## src/upMemPkg.sv

```systemverilog
//--------------------
// Shared types and memory map for the uP memory side
// Bus request struct, address views, processor state and map constants
// Every design file imports this package inside its module body
//--------------------
package upMemPkg;

	// One master's request on the memory bus
	typedef struct packed {
		logic [15:0] addr;
		logic [15:0] data;
		logic        wr;   // 1 = write, 0 = read
		logic        en;   // Request valid
	} memBus_t;

	// Same address word seen as raw index or as map fields
	typedef union packed {
		logic [15:0] raw;   // RAM index view
		struct packed {
			logic [1:0]  region;  // Top bits select mapped space
			logic [11:0] unused;
			logic [1:0]  regSel;  // Register offset in map
		} map;
	} memAddr_u;

	// Processor state
	typedef enum logic [1:0] {
		ST_BOOT  = 2'd0,
		ST_RUN   = 2'd1,
		ST_PAUSE = 2'd2
	} upState_e;

	//--------------------
	// Memory map
	localparam logic [1:0] MAP_REGION = 2'b11;  // Region of the mapped regs
	localparam int         RAM_WORDS  = 256;    // Word RAM depth
	localparam int         RAM_AW     = 8;      // RAM index width
	localparam int         BOOT_LEN   = 8;      // Words in boot image

	// Mapped register offsets, offset 3 reads zero
	localparam logic [1:0] REG_GPIO_OUT = 2'd0;
	localparam logic [1:0] REG_SCRATCH  = 2'd1;
	localparam logic [1:0] REG_GPIO_IN  = 2'd2;

endpackage

```

## src/MainMemory.sv

```systemverilog
//--------------------
// Word RAM behind the non-mapped address space
// Writes at rising edge, reads combinationally from registered address
//--------------------
`timescale 1ns/1ns

module MainMemory (
	input  logic              i_clk,
	input  upMemPkg::memBus_t i_runBus,
	input  logic              i_runEn,
	output logic [15:0]       o_ramReadData
);
	import upMemPkg::*;

	logic [15:0]       mem [RAM_WORDS];
	memAddr_u          addr;
	logic [RAM_AW-1:0] idx;

	assign addr = i_runBus.addr;
	assign idx  = addr.raw[RAM_AW-1:0];  // Upper bits alias

	// Write port
	always_ff @(posedge i_clk) begin
		if (i_runEn && i_runBus.wr) begin
			mem[idx] <= i_runBus.data;
		end
	end

	assign o_ramReadData = mem[idx];  // Async read

endmodule

```

## config.mk

```make
export PLATFORM = sky130hd
export DESIGN_NAME = MainMemory
export DESIGN_NICKNAME = d
export VERILOG_FILES = /design/src/upMemPkg.sv /design/src/MainMemory.sv
export SDC_FILE = /design/constraint.sdc
export NUM_CORES = 2
export LEC_CHECK = 0
export ABC_AREA = 0
export BUFFER_PORTS_ARGS = -buffer_cell sky130_fd_sc_hd__buf_2
export CAP_MARGIN = 20
export CORE_UTILIZATION = 30
export CTS_BUF_LIST = sky130_fd_sc_hd__clkbuf_16
export DETAILED_ROUTE_END_ITERATION = 10
export PLACE_DENSITY = 0.42
export SLEW_MARGIN = 20
export SYNTH_ARGS = -nofsm -noshare
export SYNTH_HDL_FRONTEND = slang
export SYNTH_SLANG_ARGS = --single-unit
export TNS_END_PERCENT = 1
```

## constraint.sdc

```tcl
create_clock -name i_clk -period 2.95 [get_ports i_clk]
set_input_delay 0.1475 -clock i_clk [delete_from_list [all_inputs] [get_ports i_clk]]
set_output_delay 0.1475 -clock i_clk [all_outputs]
set_load 0.05 [all_outputs]
```

; ---- Word-level counts from Yosys, hierarchy flattened
; Memories as Yosys holds them, arrays and structs flattened.
; Index checks and enable logic that the tools add are counted.
[word_totals]
regBits = 0
ramBits = 4096
mem_count = 1
[op_classes]
mux = 2
n_reduce_logical = 1
[memory_table]
columns = name, depth, word_bits, read_ports, rd_clocked_by_memory_dff, write_ports, line_no
row1 = mem, 256, 16, 1, 0, 1, MainMemory.sv:15  ; logic [15:0] mem [RAM_WORDS];
[ops]
columns = op, n
row1 = two-way mux 1 bit, 2
row2 = logical AND 1 bit, 1

; ---- Logic depth before layout (Yosys ltp)
[logic_depth]
ltp_word = 3
mapped_depth = 8
ltp_nobuf = 5

; ---- Worst setup path before layout
; Ideal clock, no wire load.
[synth_timing]
kind = input port to flip-flop
start = input i_runBus[18] (netlist bit)
end = memory mem[169][0] (enable)
setup_time_ps = 388
arrival_ps = 2309
required_ps = 2562
slack_ps = 252
path_stages = 7
n_path_buf = 4
cell_sequence = buf_2 -> clkbuf_1 -> buf_2 -> nor3b_1 -> nand2_1 -> clkbuf_1 -> nor2_1
[synth_lines]
columns = item, line_no
row1 = start: declaration, MainMemory.sv:9  ; input upMemPkg::memBus_t i_runBus,
row2 = end: declaration, MainMemory.sv:15
; Straight into the memory's write port.

; ---- Worst setup path in the final report
[layout_timing]
start = memory mem[47][15]
end = output o_ramReadData[15]
[layout_between]
elab_chain_cells = 1
[layout_rtl]
columns = item, line_no
row1 = memory (256 x 16 bit), -
row2 = end: declaration, MainMemory.sv:11  ; output logic [15:0] o_ramReadData
; No other way between the ends.

==> impl_metrics.toml <==
[run_status]
status = "finished, violations left"
violations = "setup timing"

[die]
rows = 263
io_pins = 52
dieArea_mm2 = 0.519
die-width_um = 720
initial_core_util_pct = 30.1
coreArea_mm2 = 0.513
die_h_um = 720

[placement]
place_congestion = 0.764
io_buffers = 42
post_dp_cell_area_mm2 = 0.175
hpwl_um = 300000

[logic_synthesis]
synth_top_family_by_area = "multiplexers"
synth_cells = 6688
synth_fp_nets = 6724
yosys.area_share.simple_pct = 0.842
synth_area_leaders = "edfxtp_1 (79%), mux4_2 (15%), a22oi_1 (2.5%), a21oi_1 (0.83%), clkbuf_1 (0.65%)"
netlist_area_mm2 = 0.155
synth_compound_area_share_pct = 3.67
synth_xor_area_share_pct = 0
yosys_register_bits = 4096
synth_edf_count = 4096
synth_top_flop_cell = "edfxtp_1"
synth_area_per_cell_um2 = 23.1
synth_top_area_share_pct = 79.5
yosys.area.top_type = "edfxtp_1"
ys_types = 20
async_flop_share_pct = 0
yosysWarnings = 0
synth_fa_ha_area_share_pct = 0
synth.area.mux_share_pct = 14.9
ys_seq_area_share_pct = 79.5

[detailed_routing]
wl_um = 476000
final_antenna_net_count = 0
viasPerCell = 5.08
drt_iter0_drc = 7564
drc = 0
vias = 76600
drtPass1Iterations = 5
wl_per_cell_um = 31.6

[critical_path]
crit_fanout = 1
worstPathRequired_ps = 2800
start_kind = "register"
worstPathArrival_ps = 4080
critPathKind = "register to output port"
cp-end-kind = "output port"

[grt]
grt_pass1_vias = 80100
grt_max_degree = 117
grt_pass1_wl_um = 664000
overflow = 0
antenna_found_initial = 22
track_usage_pct = 18.1

[timing]
max_freq_ghz = 0.237
fin_crit_ps = 4220
setup-tns-final_ps = -16910
tightest_slew_ps = 1110
max-slew-margin-rel_pct = 26.0
slew_violations = 0
finalSetupViolCount = 16
finalHoldViolCount = 0
final_critical_path_setup_slack_ps = -1270
rsz0062_at_grt = "yes"
min_period_over_period_pct = 143

[clock_tree]
path_clk_slew_ps = 60
cts_buffers = 445
cts_sinks = 4096
cts_tree = "built"
clockBufferDepth = 4
root_buffer = "clkbuf_16"
htreeDepth = 5

[finish]
fill_cells = 46600
seqCellArea_mm2 = 0.123
top_register = "mem"
largest_reg_flops = 4096
syn_to_final_growth_pct = 22.8
design_area_mm2 = 0.190
multiInputGateArea_mm2 = 0.0313
post-route-util_pct = 37.0
fin_nets = 7992
largestRegisters = "mem (4096)"
final_layout_size_suffix_gt1_share_pct = 36.7

[job]
drv_cap = 0

[pwr]
p_leak_nw = 59.8
ir_drop_mv = 0.501
p_per_area_mw_per_mm2 = 658

[hold_path]
worstHoldPathType = "input pin to register"
hold_path_depth = 2
path summary, 6_finish.rpt:
| path | from | endpoint |
|---|---|---|
| min | i_runBus[3] | mem[224][1] |
| max | mem[47][15] | o_ramReadData[15] |
stage by stage:
stage / cells / power (mW) / setup slack (ps) / hold WS, ps
global placement: 14200 / 72.4 / -1570 / 499
floorplan: 6688 / 68.2 / 252 / 246
finish: 15100 / 125 / -1270 / 107
CTS: 15100 / 127 / -1390 / 15.2
global route: 15100 / 129 / -1350 / 66.6
detailed placement: 14200 / 72.4 / -1490 / 500
layout by cell type, fill, tap and decap left out, types with 7 or more instances in the layout:
master,n
buf_6,21
a21oi_1,230
a22oi_2,36
clkinv_1,103
clkinv_8,7
nor2_2,76
o41ai_4,19
mux4_2,1024
a21oi_2,23
inv_1,112
buf_12,304
nor2_1,180
diode_2,12
clkinvlp_4,12
nand2_1,13
clkbuf_16,449
nand4_1,16
nand2_2,16
buf_2,13
edfxtp_1,4096
a22oi_1,476
buf_8,18
o41ai_2,40
clkinv_2,65
bufinv_16,36
clkinv_16,8
dlygate4sd3_1,18
buf_4,859
synthesized netlist by cell type, types with 4 or more instances:
master and instances:
edfxtp_1 4096, mux4_2 1024, a22oi_1 512, clkbuf_1 269, nor2_1 259, a21oi_1 256
buf_2 100, o41ai_1 64, buf_1 32, nand2_1 30, nand4_1 16, buf_4 11
nor2b_1 6, nand3_1 4
where the power goes:
part	switching [mW]	internal [mW]
clock network	23.2	30.6
logic	4.36	2.76
registers	0.0142	64.1
routing by layer:
layer / vias to the layer above / share of wire [%] / track usage, %
met3: 508 / 4.9 / 2.36
met1: 42600 / 45 / 26.1
li1: 31500 / - / -
met2: 1988 / 48 / 29.4
met5: - / 0.0027 / 0
met4: 2 / 2.0 / 3.63
final cells by class:
class | instances | share of cell area, %
flip-flops and latches | 4096 | 64.7
diodes | 12 | 0.0158
repair buffers | 1233 | 6.99
clock buffers | 449 | 5.91
clock inverters | 350 | 1.45
multi-input cells | 2180 | 16.5
well taps | 6757 | 4.45
critical path: stages (launching register included):
cell	delay, ps
edfxtp_1	360
mux4_2	490
a22oi_2	170
buf_4	170
a21oi_2	60
buf_4	170
o41ai_4	660
buf_6	210
nand4_1	420
buf_6	340
cells by family after synthesis:
kind of cell | count (synthesis)
buffers and inverters | 412
DFF | 4096
muxes | 1024
AOI/OAI and AO/OA | 832
and+or+nand+nor | 324
what timing repair did:
item,CTS,global route
gates resized for setup,116,13
endpoints found under the setup margin,16,16
pin swaps,38,6
hold buffers,18,0
endpoints found under the hold margin,3305,0
buffers inserted,0,0
Note: power is estimated with default switching activity, not from simulation.
