File: src/upMemPkg.sv
//--------------------
// Shared types and memory map for the uP memory side
// Bus request struct, address views, processor state and map constants
// Every design file imports this package inside its module body
//--------------------
package upMemPkg;

	// One master's request on the memory bus
	typedef struct packed {
		logic [15:0] addr;
		logic [15:0] data;
		logic        wr;   // 1 = write, 0 = read
		logic        en;   // Request valid
	} memBus_t;

	// Same address word seen as raw index or as map fields
	typedef union packed {
		logic [15:0] raw;   // RAM index view
		struct packed {
			logic [1:0]  region;  // Top bits select mapped space
			logic [11:0] unused;
			logic [1:0]  regSel;  // Register offset in map
		} map;
	} memAddr_u;

	// Processor state
	typedef enum logic [1:0] {
		ST_BOOT  = 2'd0,
		ST_RUN   = 2'd1,
		ST_PAUSE = 2'd2
	} upState_e;

	//--------------------
	// Memory map
	localparam logic [1:0] MAP_REGION = 2'b11;  // Region of the mapped regs
	localparam int         RAM_WORDS  = 256;    // Word RAM depth
	localparam int         RAM_AW     = 8;      // RAM index width
	localparam int         BOOT_LEN   = 8;      // Words in boot image

	// Mapped register offsets, offset 3 reads zero
	localparam logic [1:0] REG_GPIO_OUT = 2'd0;
	localparam logic [1:0] REG_SCRATCH  = 2'd1;
	localparam logic [1:0] REG_GPIO_IN  = 2'd2;

endpackage

File: src/MappedRegs.sv
//--------------------
// Mapped registers at top of address space
// GPIO out and scratch are writable, GPIO in is read only
//--------------------
`timescale 1ns/1ns

module MappedRegs (
	input  logic              i_clk,
	input  logic              i_rstN,
	input  upMemPkg::memBus_t i_runBus,
	input  logic              i_mapWrEn,
	input  logic [15:0]       i_gpioIn,
	output logic [15:0]       o_mapReadData,
	output logic [15:0]       o_gpio
);
	import upMemPkg::*;

	memAddr_u    addr;
	logic [15:0] gpioOut;
	logic [15:0] scratch;

	assign addr = i_runBus.addr;

	// Register writes
	always_ff @(posedge i_clk) begin
		if (!i_rstN) begin
			gpioOut <= '0;
			scratch <= '0;
		end else if (i_mapWrEn) begin
			if (addr.map.regSel == REG_GPIO_OUT) gpioOut <= i_runBus.data;
			if (addr.map.regSel == REG_SCRATCH)  scratch <= i_runBus.data;
		end
	end

	// Read mux
	always_comb begin
		case (addr.map.regSel)
			REG_GPIO_OUT: o_mapReadData = gpioOut;
			REG_SCRATCH:  o_mapReadData = scratch;
			REG_GPIO_IN:  o_mapReadData = i_gpioIn;
			default:      o_mapReadData = '0;  // Offset 3 reserved
		endcase
	end

	assign o_gpio = gpioOut;

endmodule

File: config.mk
export PLATFORM = sky130hd
export DESIGN_NAME = MappedRegs
export DESIGN_NICKNAME = d
export VERILOG_FILES = /design/src/upMemPkg.sv /design/src/MappedRegs.sv
export SDC_FILE = /design/constraint.sdc
export NUM_CORES = 1
export LEC_CHECK = 0
export ABC_AREA = 1
export BUFFER_PORTS_ARGS = -buffer_cell sky130_fd_sc_hd__buf_4
export CORE_MARGIN = 3
export CORE_UTILIZATION = 48
export DETAILED_ROUTE_END_ITERATION = 10
export GPL_ROUTABILITY_DRIVEN = 0
export GPL_TIMING_DRIVEN = 0
export PLACE_DENSITY = 0.85
export SYNTH_ARGS = -nofsm -noshare
export SYNTH_HDL_FRONTEND = slang
export SYNTH_SLANG_ARGS = --single-unit
File: constraint.sdc
create_clock -name i_clk -period 1.8 [get_ports i_clk]
set_clock_uncertainty 0.15 [all_clocks]
set_input_delay 0 -clock i_clk [delete_from_list [all_inputs] [get_ports i_clk]]
set_output_delay 0 -clock i_clk [all_outputs]
set_load 0.05 [all_outputs]
== Word-level counts from Yosys, hierarchy flattened ==
Cells that the tools add are included.
W data, S select, Z words.

* Logic and storage cells: 8
* Input bits: 53
* Flip-flop bits (word level): 32

* Equal/unequal tests: 2
* Muxes and demuxes: 1
* Reduce and logical (&&, ||, !) cells: 3

{| class="wikitable"
|+ Operators with widths
! cell !! count
|-
| $pmux W16 S3 || 1
|-
| $reduce_and A2 Y1 || 2
|-
| $eq A2 B1 Y1 const B || 1
|-
| $eq A2 B2 Y1 const B || 1
|-
| $logic_not A2 Y1 || 1
|}

== Logic depth before layout (Yosys ltp) ==
* Word-level depth: 2
* Depth in mapped cells: 6
* Depth with buffers taken out: 5

== Least setup slack after synthesis ==
OpenSTA, ideal clock, no wires.

* Kind: in2out
* Start point: input i_runBus[19] in the netlist's numbering
* End point: output o_mapReadData[10]
* Buffers on the path: 1
* Cell stages on the path: 4
* Data arrival time: 1.204 ns
* Path slack: 0.446 ns
* Path through: inv_1 -> nand2_1 -> clkbuf_1 -> o211ai_1

* Word-level cells in the longest chain between the ends: 2
* Elaborated cells on any way between the ends: 4
* Those cells by class: eq/ne: 2; mux: 1; reduce/logical: 1

{| class="wikitable"
|+ Ends and longest elaborated chain
! element !! line !! RTL
|-
| from (decl) || MappedRegs.sv:10 || <nowiki>input upMemPkg::memBus_t i_runBus,</nowiki>
|-
| $eq A2 B2 Y1 (tied with other cells) || MappedRegs.sv:37 || <nowiki>case (addr.map.regSel)</nowiki>
|-
| $pmux W16 S3 * || MappedRegs.sv:37 ||
|-
| to (decl) || MappedRegs.sv:13 || <nowiki>output logic [15:0] o_mapReadData,</nowiki>
|}

Every way passes the cells marked *; elsewhere a longest branch is shown, timed or not.

== Worst setup path in the final report ==
* Start point: input i_mapWrEn
* End point: register scratch[0]

* Word-level cells in the longest chain between the ends: 1

{| class="wikitable"
|+ Ends and longest elaborated chain
! element !! line !! RTL
|-
| from (decl) || MappedRegs.sv:11 || <nowiki>input logic i_mapWrEn,</nowiki>
|-
| $reduce_and A2 Y1 (no line) || n/a ||
|-
| to (signal assigned) || MappedRegs.sv:31 || <nowiki>if (addr.map.regSel == REG_SCRATCH) scratch <= i_runBus.data;</nowiki>
|-
| to (decl) || MappedRegs.sv:20 || <nowiki>logic [15:0] scratch;</nowiki>
|}

Every way passes these cells.
A chain may end at the register's enable or synchronous reset.

==> key figures <==
Run status
  – Status: completed

Detailed routing
  – Total Wirelength: 5030 microns
  – DR WL/cell: 12.5 microns
  – Antenna viol nets, final: 0
  – Via count: 1986
  – M1 WL: 1930 microns
  – DR vias/cell: 4.94
  – Detailed Routing Iterations Pass 1: 4
  – Wire length on met2: 2620 microns
  – Drc violations: 0
  – Top Layer Used: met4
  – DRT iter0 DRCs: 62
  – Routed wl met3: 407 microns

CTS
  – CTS Buf Count: 5
  – Root Buffer: clkbuf_4
  – Clock buffer depth: 2
  – TritonCTS clock tree: built
  – Clk sink count: 32
  – Number of H-tree levels: 2
  – Clk slew on worst S/H paths: 90 ps
  – Clock latency on the worst-skew pair: 330 ps

Synth
  – Synthesis Warnings: 0
  – Mux contribution to synthesized area: 0
  – Seq/Total Area, Yosys: 0.396
  – Post-synth cell types: 11
  – Xor/xnor share of the synthesized area: 0
  – Synthesized flop and latch total: 32
  – Syn avg cell area: 6.17 sq um
  – Main combinational cell family by area after synthesis: simple AND/OR/NAND/NOR gates
  – Synthesized cell area: 0.00162 sq mm
  – Adder-cell share of the synthesized area: 0
  – Synth Area in Compound Gates: 0.124
  – Post-Synth Simple-Gate Area: 0.357
  – Synth Instances: 262
  – Synth Net Count: 315

Pwr
  – Comb pwr share: 0.299
  – Internal: 1.13 mW
  – Clk pwr share: 0.257
  – Pwr Density: 702 mW/mm^2
  – NetSw: 0.588 mW
  – Net Sw Frac: 0.342
  – Maximum vdd drop: 0.522 mV
  – Sequential Power Share: 0.445
  – Leak Pwr: 1.26 nW

Critical path
  – Crit path DAT: 1800 ps
  – Crit path required time: 1880 ps
  – CP endpoint kind: flop
  – Crit path launch type: primary input
  – Setup CP Type: in -> reg
  – Largest fanout on the critical path: 10

Timing
  – Hold Vio Cnt, Final: 0
  – Final Max Tran Viols: 0
  – Max-slew headroom: 0.656
  – Final setup violation count: 0
  – Tightest Pin Transition: 516 ps
  – Tcrit/Tclk final: 0.954
  – WHS: 37.1 ps
  – Worst setup margin: 83.0 ps
  – Setup TNS: 0 ps
  – RSZ-0062 raised after global routing: false
  – Post-route minimum period: 1720 ps
  – FMAX: 0.582 GHz

Floorplanning
  – Die footprint: 0.00410 sq mm
  – Initial Utilization: 0.517
  – Row count: 20
  – Io pins: 85
  – Die Span Y: 64.1 microns
  – Die width: 64.1 microns
  – Placeable Area: 0.00313 sq mm

GRT
  – Vias in the first global route: 1879
  – Grt total ovfl: 0
  – Largest net degree at the start of global routing: 11
  – First-pass GRT wire length: 8330 microns
  – Initial antenna violation count: 0
  – Gr usage total: 0.257

Finish
  – Filler cell count: 252
  – Area added between synthesis and finish: 51.3%
  – Multi-input logic area: 777 sq um
  – Final #Nets: 410
  – Storage cell area: 641 sq um
  – Final core utilization: 0.782
  – Non-filler cells, final: 402
  – Antenna cells: 0
  – Layout cells sized above 1: 0.226

Placement
  – HPWL after detailed placement: 3290 microns
  – Post-place setup slack: 369 ps
  – Placed Cells: 373
  – Port bufs: 67

Worst hold path
  – Tightest Hold Check Type: in -> reg

Run
  – Total of max-cap violations: 0
-- final timing paths --
kind / from / to / slack [ps] / depth (start not counted)
max reg2reg: scratch[0] / scratch[0] / 470 / 5
min reg2reg: scratch[6] / scratch[6] / 380 / 4
max: i_mapWrEn / scratch[0] / 80 / 7
min: i_runBus[19] / o_gpio[12] / 40 / 6
-- timing repair --
item,4_1_cts,5_1_grt
endpoints found under the setup margin,0,1
resized for setup,0,2
hold buffers,21,0
buffers inserted,0,0
hold endpoints to repair,32,0
-- final cells by class --
class / count / share of cell area
Multi-Input combinational cell: 180 / 0.317
Inverter: 33 / 0.0506
Buffer: 17 / 0.0322
Timing Repair Buffer: 88 / 0.291
Clock buffer: 8 / 0.0240
Tap cell: 44 / 0.0225
Sequential cell: 32 / 0.262
-- per-stage QoR --
stage,power (mW),cell area [sq um]
global placement,1.24,2180
global route,1.80,2450
detailed placement,1.25,2180
finish,1.72,2450
floorplan,1.08,1620
CTS,1.71,2440
-- sequential cells by signal, indices dropped and copies added, names as in the netlist --
signal / count
o_gpio: 16
scratch: 16
-- synthesized netlist by cell type --
| master | count | area [sq um] |
|---|---|---|
| clkbuf_1 | 7 | 26.3 |
| buf_1 | 2 | 7.51 |
| nor2_1 | 50 | 188 |
| inv_1 | 33 | 124 |
| nand3_1 | 17 | 85.1 |
| dfxtp_1 | 32 | 641 |
| o211ai_1 | 16 | 120 |
| nand2_1 | 81 | 304 |
| a21oi_1 | 16 | 80.1 |
| buf_4 | 1 | 7.51 |
| buf_2 | 7 | 35.0 |
-- worst max-delay path, stage by stage --
cell and delay (ps):
dlygate4sd3_1 520, buf_2 150, nand3_1 180, buf_4 230, nor2_1 100, nor2_1 60, dlygate4sd3_1 550
-- cell usage in the layout, fill, tap and decap left out --
| master | netlist | layout |
|---|---|---|
| nand2_1 | 81 | 81 |
| dfxtp_1 | 32 | 32 |
| buf_1 | 2 | 2 |
| clkbuf_4 | 0 | 5 |
| nand3_1 | 17 | 17 |
| buf_2 | 7 | 6 |
| o211ai_1 | 16 | 16 |
| buf_4 | 1 | 69 |
| clkbuf_8 | 0 | 1 |
| nor2_1 | 50 | 50 |
| inv_1 | 33 | 33 |
| a21oi_1 | 16 | 16 |
| dlygate4sd3_1 | 0 | 21 |
| clkbuf_1 | 7 | 9 |
-- per-layer routing --
metal	vias up	track usage
met4	0	0.0889
li1	1000	-
met5	-	0
met2	87	0.459
met1	885	0.286
met3	14	0.0773
-- power by group through the flow --
| stage | combinational (mW) | clock, mW | sequential, mW |
|---|---|---|---|
| after floorplan | 0.237 | 0 | 0.840 |
| after global placement | 0.465 | 0 | 0.779 |
| after detailed placement | 0.472 | 0 | 0.780 |
| after CTS | 0.510 | 0.439 | 0.764 |
| after global routing | 0.557 | 0.471 | 0.769 |
| final | 0.513 | 0.441 | 0.764 |
-- kinds of logic after synthesis --
group	after synthesis
buffers and inverters	50
AO/OA/AOI/OAI	32
AND/OR/NAND/NOR	148
flip-flops	32
No activity file was read; power rests on OpenSTA's default activity.
