`src/upMemPkg.sv`:
```
//--------------------
// Shared types and memory map for the uP memory side
// Bus request struct, address views, processor state and map constants
// Every design file imports this package inside its module body
//--------------------
package upMemPkg;

	// One master's request on the memory bus
	typedef struct packed {
		logic [15:0] addr;
		logic [15:0] data;
		logic        wr;   // 1 = write, 0 = read
		logic        en;   // Request valid
	} memBus_t;

	// Same address word seen as raw index or as map fields
	typedef union packed {
		logic [15:0] raw;   // RAM index view
		struct packed {
			logic [1:0]  region;  // Top bits select mapped space
			logic [11:0] unused;
			logic [1:0]  regSel;  // Register offset in map
		} map;
	} memAddr_u;

	// Processor state
	typedef enum logic [1:0] {
		ST_BOOT  = 2'd0,
		ST_RUN   = 2'd1,
		ST_PAUSE = 2'd2
	} upState_e;

	//--------------------
	// Memory map
	localparam logic [1:0] MAP_REGION = 2'b11;  // Region of the mapped regs
	localparam int         RAM_WORDS  = 256;    // Word RAM depth
	localparam int         RAM_AW     = 8;      // RAM index width
	localparam int         BOOT_LEN   = 8;      // Words in boot image

	// Mapped register offsets, offset 3 reads zero
	localparam logic [1:0] REG_GPIO_OUT = 2'd0;
	localparam logic [1:0] REG_SCRATCH  = 2'd1;
	localparam logic [1:0] REG_GPIO_IN  = 2'd2;

endpackage

```
`src/BootLoader.sv`:
```
//--------------------
// Bootloader front end
// Each valid boot word becomes a bus write, done pulses on the last word
//--------------------
`timescale 1ns/1ns

module BootLoader (
	input  logic              i_clk,
	input  logic              i_rstN,
	input  logic              i_bootValid,
	input  logic [15:0]       i_bootAddr,
	input  logic [15:0]       i_bootData,
	input  logic              i_isBooted,
	output upMemPkg::memBus_t o_bootReq,
	output logic              o_bootDone
);
	import upMemPkg::*;

	logic [$clog2(BOOT_LEN)-1:0] wordCnt;  // Words taken so far
	logic                        accept;

	assign accept = i_bootValid & ~i_isBooted;  // Stream ignored once booted

	// Write request in same cycle as valid
	assign o_bootReq.addr = i_bootAddr;
	assign o_bootReq.data = i_bootData;
	assign o_bootReq.wr   = 1'b1;
	assign o_bootReq.en   = accept;

	// Single cycle pulse on last word
	assign o_bootDone = accept & (wordCnt == BOOT_LEN - 1);

	always_ff @(posedge i_clk) begin
		if (!i_rstN) begin
			wordCnt <= '0;
		end else if (accept) begin
			wordCnt <= wordCnt + 1'b1;
		end
	end

endmodule

```
`config.mk`:
```
export PLATFORM = sky130hd
export DESIGN_NAME = BootLoader
export DESIGN_NICKNAME = d
export VERILOG_FILES = /design/src/upMemPkg.sv /design/src/BootLoader.sv
export SDC_FILE = /design/constraint.sdc
export NUM_CORES = 1
export LEC_CHECK = 0
export ABC_AREA = 1
export ABC_CLOCK_PERIOD_IN_PS = 1100
export BUFFER_PORTS_ARGS = -buffer_cell sky130_fd_sc_hd__buf_4
export CORE_MARGIN = 1.5
export CORE_UTILIZATION = 24
export DETAILED_ROUTE_END_ITERATION = 12
export PLACE_DENSITY = 0.77
export SETUP_SLACK_MARGIN = 0.5
export SLEW_MARGIN = 20
export SYNTH_ARGS = -nofsm -noshare
export SYNTH_HDL_FRONTEND = slang
export SYNTH_SLANG_ARGS = --single-unit
```
`constraint.sdc`:
```
create_clock -name i_clk -period 1.1 [get_ports i_clk]
set_input_delay 0.11 -clock i_clk [delete_from_list [all_inputs] [get_ports i_clk]]
set_output_delay 0.11 -clock i_clk [all_outputs]
set_load 0.05 [all_outputs]
```
# Word level (Yosys, flattened, before mapping)
# Index checks and enable logic that the tools add are counted.
totals:
  wordCells: 6
  in_bits: 36
  register_bits: 3
  output_inout_bits: 35
op_classes:
  n_addsub: 1
  bitwise: 3
  n_eq_ne: 1
op_table:
  columns: ["cell", "count"]
  rows:
  - ["$add 3x1->3 const B", 1]
  - ["$eq 3x3->1 const B", 1]
  - ["$and 1x1->1", 2]
  - ["$not 1->1", 1]

# Logic depth before layout (Yosys ltp)
# Gate-level depths: netlist of the first run.
logic_depth:
  ltp_word: 3
  ltp_mapped: 6
  depth_no_buf: 6

# Worst setup path before layout of the first run
# Ideal clock, no wire load.
synth_timing:
  kind: "register to output"
  from: "register wordCnt[0]"
  to: "output o_bootDone"
  path_stages_with_launch: 4
  slack_ns: 0.049
  path_buffers: 0
  arrival_ns: 0.941
  required_time_ns: 0.990
  path_cell_list: "dfxtp_1 ha_1 ha_1 and3_2"
synth_via:
  elab_chain_cells: 2
synth_lines:
  columns: ["element", "line", "text"]
  rows:
  - ["start, declared", "BootLoader.sv:19", "logic [$clog2(BOOT_LEN)-1:0] wordCnt;"]
  - ["start signal, assigned", "BootLoader.sv:37", "wordCnt <= wordCnt + 1'b1;"]
  - ["$eq 3x3->1", "BootLoader.sv:31", "assign o_bootDone = accept & (wordCnt == BOOT_LEN - 1);"]
  - ["$and 1x1->1", "BootLoader.sv:31", null]
  - ["end, declared", "BootLoader.sv:15", "output logic o_bootDone"]
# Every way passes these cells.

# Worst setup path after layout of the first run
# Same ends and word-level chain as after synthesis.

==> reports/results.tsv, run 1 <==
stage	metric	value	unit
synth	sequential-to-total area share from yosys stat	0.141	
global_routing	total grt overflow	0	
layout	Multi-input gate area	140	sq um
global_routing	vias in the first global route	230	
power_and_ir_drop	leak pwr	0.169	nW
sta	Final Skew	0.178	ps
critical_path	worst path bufs/invs	1	
critical_path	CP max stage cell	dfxtp_2	
detailed_routing	routed len/inst	9.64	um
sta	Highest Clock Rate	0.788	GHz
floorplanning	Die Span X	45.2	um
layout	Non-Filler Instances	55	
clock_tree	Worst-path clk slew	40	ps
sta	Slew Viols, Final	0	
layout	layout cells sized above 1	0.684	
placed_design	GPL Wtd Cong	0.635	
layout	final core occ	0.225	
power_and_ir_drop	total power draw	0.419	mW
sta	Hold Vio Cnt, Final	0	
global_routing	GRT Resource Usage Total	0.0606	
detailed_routing	via density per instance	3.98	
sta	Final min period	1270	ps
layout	layout filler cell count	186	
clock_tree	CTS Hold Bufs	0	
clock_tree	Worst-Skew Late Latency	230	ps
critical_path	CP Launch Type	flop	
sta	RSZ-0062 raised after global routing	yes	
layout	max FFs per register	3	
layout	largest register by flop count	wordCnt	
global_routing	largest net degree at the start of global routing	5	
detailed_routing	DRT iter0 DRCs	1	
detailed_routing	DRC Markers	0	
placed_design	DP HPWL	348	um
global_routing	initial antenna violation count	0	
global_routing	first-pass GRT wire length	807	um
synth	synth unique cells	11	
critical_path	critical path required time	990	ps
clock_tree	CTS tree	built	
floorplanning	Core ar.	1690	sq um
placed_design	I/O Buffers	5	
detailed_routing	via count	219	
critical_path	CP Class	reg -> out	
global_routing	met1 GRT Util	0.0457	
power_and_ir_drop	maximum vdd drop	282	uV
sta	Worst Setup Slack, final	-170	ps
floorplanning	number of top-level pins	71	
global_routing	grt met3 use	0.0520	
critical_path	Reg2Reg Setup Slack	110	ps
floorplanning	Die ar.	2040	sq um
detailed_routing	Initial DRT Pass Iterations	4	
clock_tree	total CTS buffers	3	
sta	final setup fails	1	
critical_path	max incr delay on CP	330	ps
critical_path	CP endpoint kind	primary output	
hold_path	Tightest Hold Check Type	in -> reg	
status	failing checks	setup timing	
placed_design	placed insts	46	
job	max_cap viols	0	
clock_tree	# clock sinks	3	
floorplanning	Rows	15	
critical_path	cell family with most CP delay	flip-flops	
clock_tree	Bufs on Longest Clock Path	2	
critical_path	Most common cell on crit path	ha_4	
synth	Synth Net Count	96	
layout	Reg area	62.6	sq um
status	status	complete, but fails checks	
layout	Inserted Diodes	0	
detailed_routing	DRT Wirelength	530	um
placed_design	pre-CTS setup slack	28.7	ps
floorplanning	die height	45.2	um
global_routing	busiest grt layer	met4	
synth	Mapped Area	427	sq um
layout	biggest regs	wordCnt: 3 flops	
synth	post-synthesis instance total	58	
global_routing	met2 usage	0.0800	
layout	Layout area overhead	-10.9	%
clock_tree	root buffer cell	clkbuf_4	
sta	final period utilization	1.15	
critical_path	data arrival time of the critical path	1160	ps
floorplanning	initial core utilization	0.253	
critical_path	cell chain of the critical path	ha_4, ha_4, and3_4, buf_8	
layout	Final #Nets	77	
power_and_ir_drop	P per Cell Area	1100	nW/um^2
critical_path	CP Max Fanout	2	
detailed_routing	Antenna Nets Post-Route	0	
synth	synthesized area per cell	7.36	sq um
synth	YS warnings	0	
synth	Synth Register Bits	3	
clock_tree	H-tree levels	1	
-- area by class of cell --
class,instances,area share
clock buffer,4,0.0691
inverter,4,0.0461
multi-input combinational,17,0.368
sequential,3,0.164
tap,17,0.0559
timing repair buffer,10,0.296
-- through the flow --
step | TNS, ps | hold slack, ps | area (sq um)
after floorplan | 0 | 223 | 463
after global placement | 0 | 220 | 267
after detailed placement | 0 | 220 | 267
after CTS | -181 | 104 | 342
after global routing | -196 | 128 | 380
final | -170 | 113 | 380
-- logic make-up after synthesis --
group	share of synthesized area
adders and majority gates	0.0586
other	0.00879
buffers and inverters	0.633
and+or+nand+nor	0.158
DFF	0.141
-- Yosys cell counts, drive strengths merged --
master | number | area (sq um)
nand3 | 3 | 15.0
nand2 | 3 | 11.3
and3 | 1 | 7.51
ha | 2 | 25.0
buf | 34 | 255
dfxtp | 3 | 60.1
inv | 4 | 15.0
conb | 1 | 3.75
nor2 | 7 | 33.8
-- placed cells by master, fill, tap and decap left out --
| master | instances |
|---|---|
| and3_4 | 1 |
| buf_4 | 4 |
| buf_6 | 2 |
| buf_8 | 4 |
| clkbuf_1 | 1 |
| clkbuf_4 | 3 |
| conb_1 | 1 |
| dfxtp_1 | 1 |
| dfxtp_2 | 2 |
| ha_4 | 2 |
| inv_2 | 3 |
| inv_4 | 1 |
| nand2_1 | 3 |
| nand3_2 | 3 |
| nor2_1 | 6 |
| nor2_4 | 1 |
-- tightest hold or removal path: cells and delay by family --
kind | cells | cell delay, ps
buffers and inverters | 1 | 120
AND/OR/NAND/NOR | 2 | 80
-- routing by layer --
layer,up-vias,part of all wire
li1,99,-
met1,94,0.31
met2,24,0.51
met3,2,0.17
met4,0,0.0094
met5,-,0
-- final timing paths --
path / start / end / depth (start not counted)
setup / recovery: wordCnt[0]$_SDFFE_PN0P_ / o_bootDone / 4
hold / removal: i_rstN / wordCnt[1]$_SDFFE_PN0P_ / 3
setup reg to reg: wordCnt[0]$_SDFFE_PN0P_ / wordCnt[2]$_SDFFE_PN0P_ / 6
hold reg to reg: wordCnt[1]$_SDFFE_PN0P_ / wordCnt[1]$_SDFFE_PN0P_ / 2
-- report_power, final --
group | internal, mW | leakage (nW) | total [mW] | switching (mW)
sequential | 0.118 | 0.0254 | 0.126 | 0.00810
clock | 0.136 | 0.0150 | 0.190 | 0.0538
combinational | 0.0535 | 0.129 | 0.103 | 0.0493
total | 0.307 | 0.169 | 0.419 | 0.111
-- repair_timing --
item | CTS | global route
gates cloned | 0 | 0
gates resized for setup | 8 | 6
endpoints found under the setup margin | 5 | 5
endpoints found under the hold margin | 0 | 0
setup buffers | 3 | 2
pin swaps | 4 | 4
No activity file was read; power rests on OpenSTA's default activity.
==> inputs of run 2 (changes only) <==
Settings changed: CORE_UTILIZATION 24 to 25, CTS_BUF_LIST from default to sky130_fd_sc_hd__clkbuf_4 sky130_fd_sc_hd__clkbuf_8, MAX_ROUTING_LAYER from default to met4, PLACE_DENSITY 0.77 to 0.8, RECOVER_POWER from default to 25.
==> run 2 against run 1 <==
Against the previous run: the flow finishes with violations (DRC, setup timing); core utilization up 1.0 points; clock skew up 2.6 ps; worst setup slack worse by 9.2 ps; worst hold slack better by 6.5 ps; non-clock buffer count down 1; sequential share of layout area up 0.62 points; first-iteration DRC count rose to 9.0 times the previous value; largest cell class unchanged.
==> reports/results.tsv, run 2 (synthesis gave the netlist of run 1 again) <==
stage	metric	value	unit
layout	most common cell after layout, fill and taps aside	nor2_1	
clock_tree	CTS tree	built	
clock_tree	root buffer cell	clkbuf_4	
layout	Final #Nets	76	
layout	Multi-input gate area	143	sq um
floorplanning	Core ar.	1560	sq um
sta	final period utilization	1.16	
placed_design	I/O Buffers	5	
global_routing	largest net degree at the start of global routing	5	
layout	Inserted Diodes	0	
sta	Final Skew	2.74	ps
placed_design	DP HPWL	402	um
critical_path	worst reg-to-reg path cell count	6	
global_routing	GRT Resource Usage Total	0.0803	
layout	Layout area overhead	-14.1	%
placed_design	GPL Wtd Cong	0.612	
layout	Reg area	62.6	sq um
critical_path	CP Launch Type	flop	
power_and_ir_drop	leak pwr	0.164	nW
detailed_routing	DRC Markers	3	
status	status	complete, but fails checks	
critical_path	critical path required time	990	ps
global_routing	initial antenna violation count	0	
detailed_routing	DRT Wirelength	629	um
critical_path	cell chain of the critical path	ha_4, ha_4, and3_4, buf_8	
floorplanning	Die Span X	44.3	um
detailed_routing	Antenna Nets Post-Route	0	
global_routing	vias in the first global route	249	
clock_tree	Worst-Skew Late Latency	240	ps
job	max_cap viols	0	
detailed_routing	via density per instance	4.09	
sta	Worst Setup Slack, final	-179	ps
detailed_routing	Initial DRT Pass Iterations	8	
layout	largest register by flop count	wordCnt	
layout	layout cells sized above 1	0.730	
sta	Highest Clock Rate	0.782	GHz
critical_path	cell family with most CP delay	flip-flops	
clock_tree	total CTS buffers	3	
placed_design	placed insts	45	
sta	Slew Viols, Final	0	
layout	Non-Filler Instances	53	
critical_path	CP endpoint kind	primary output	
placed_design	pre-CTS setup slack	25.2	ps
detailed_routing	routed len/inst	11.9	um
clock_tree	Bufs on Longest Clock Path	2	
critical_path	CP max stage cell	dfxtp_2	
sta	Min Hold Slack	119	ps
critical_path	worst path bufs/invs	1	
clock_tree	H-tree levels	1	
hold_path	Tightest Hold Check Type	in -> reg	
power_and_ir_drop	P per Cell Area	1210	nW/um^2
floorplanning	initial core utilization	0.274	
critical_path	RR Startpoint	wordCnt[0]$_SDFFE_PN0P_	
clock_tree	Worst-path clk slew	40	ps
critical_path	CP Max Fanout	2	
critical_path	Most common cell on crit path	ha_4	
layout	layout filler cell count	179	
global_routing	first-pass GRT wire length	972	um
critical_path	CP Class	reg -> out	
detailed_routing	via count	217	
global_routing	total grt overflow	0	
critical_path	Reg2Reg Setup Slack	120	ps
layout	biggest regs	wordCnt: 3 flops	
critical_path	reg2reg end	wordCnt[2]$_SDFFE_PN0P_	
sta	Hold Vio Cnt, Final	0	
critical_path	CP Depth	4	
layout	max FFs per register	3	
critical_path	data arrival time of the critical path	1170	ps
clock_tree	# clock sinks	3	
critical_path	max incr delay on CP	330	ps
critical_path	crit path to	o_bootDone	
floorplanning	number of top-level pins	71	
floorplanning	Die ar.	1960	sq um
critical_path	Critical path origin	wordCnt[0]$_SDFFE_PN0P_	
sta	final setup fails	1	
floorplanning	die height	44.3	um
floorplanning	Rows	14	
power_and_ir_drop	maximum vdd drop	254	uV
layout	most frequent cells in the layout	6 x nor2_1, 4 x clkbuf_4, 4 x buf_4	
status	failing checks	DRC, setup timing	
sta	RSZ-0062 raised after global routing	yes	
detailed_routing	DRT iter0 DRCs	9	
sta	Final min period	1280	ps
## run 2: changes by cell type in the layout (fill, tap and decap cells not counted)
cell	delta
buf_8	-2
nand2_1	-1
buf_6	+1
clkbuf_4	+1
nand2_2	+1
clkbuf_1	-1
## run 2: tightest hold or removal path: stages
cell	delay [ps]
buf_4	100
nand2_1	40
nor2_1	70
## run 2: power by group
group	internal, mW	total [mW]	switching [mW]
combinational	0.0476	0.0979	0.0502
clock	0.161	0.220	0.0591
sequential	0.118	0.127	0.00833
## run 2: layout make-up
cell class	instances	area share
flip-flops and latches	3	0.171
inverters	4	0.0478
well taps	16	0.0546
repair buffers	9	0.256
multi-input cells	17	0.389
clock buffers	4	0.0819
## run 2: layer usage
layer / GRT usage / routed length [um]
met5: - / 0
met4: 0.109 / 47
met3: 0.0694 / 101
met2: 0.106 / 315
met1: 0.0539 / 165
## run 2: what timing repair did
| item | CTS | global route |
|---|---|---|
| buffers inserted | 4 | 0 |
| hold buffers | 0 | 0 |
| resized for setup | 9 | 3 |
| endpoints found under the setup margin | 5 | 5 |
| pin swaps | 5 | 4 |
| hold endpoints to repair | 0 | 0 |
## run 2: stage by stage
step	TNS [ps]	utilization	total power [mW]	instance area (sq um)
after CTS	-184	0.228	0.446	355
final	-179	0.235	0.444	367
after global placement	0	0.170	0.194	265
after floorplan	0	-	0.492	463
after global routing	-215	0.235	0.477	367
after detailed placement	0	0.170	0.197	265
## run 2: worst min-delay path by stage
stage	from	to	slack, ps	depth (start not counted)
global placement	i_bootData[8]	o_bootReq[10]	220	0
finish	i_rstN	wordCnt[2]$_SDFFE_PN0P_	120	3
detailed placement	i_bootData[8]	o_bootReq[10]	220	0
CTS	i_rstN	wordCnt[2]$_SDFFE_PN0P_	110	3
global route	i_rstN	wordCnt[0]$_SDFFE_PN0P_	140	3
floorplan	i_rstN	wordCnt[0]$_SDFFE_PN0P_	220	2
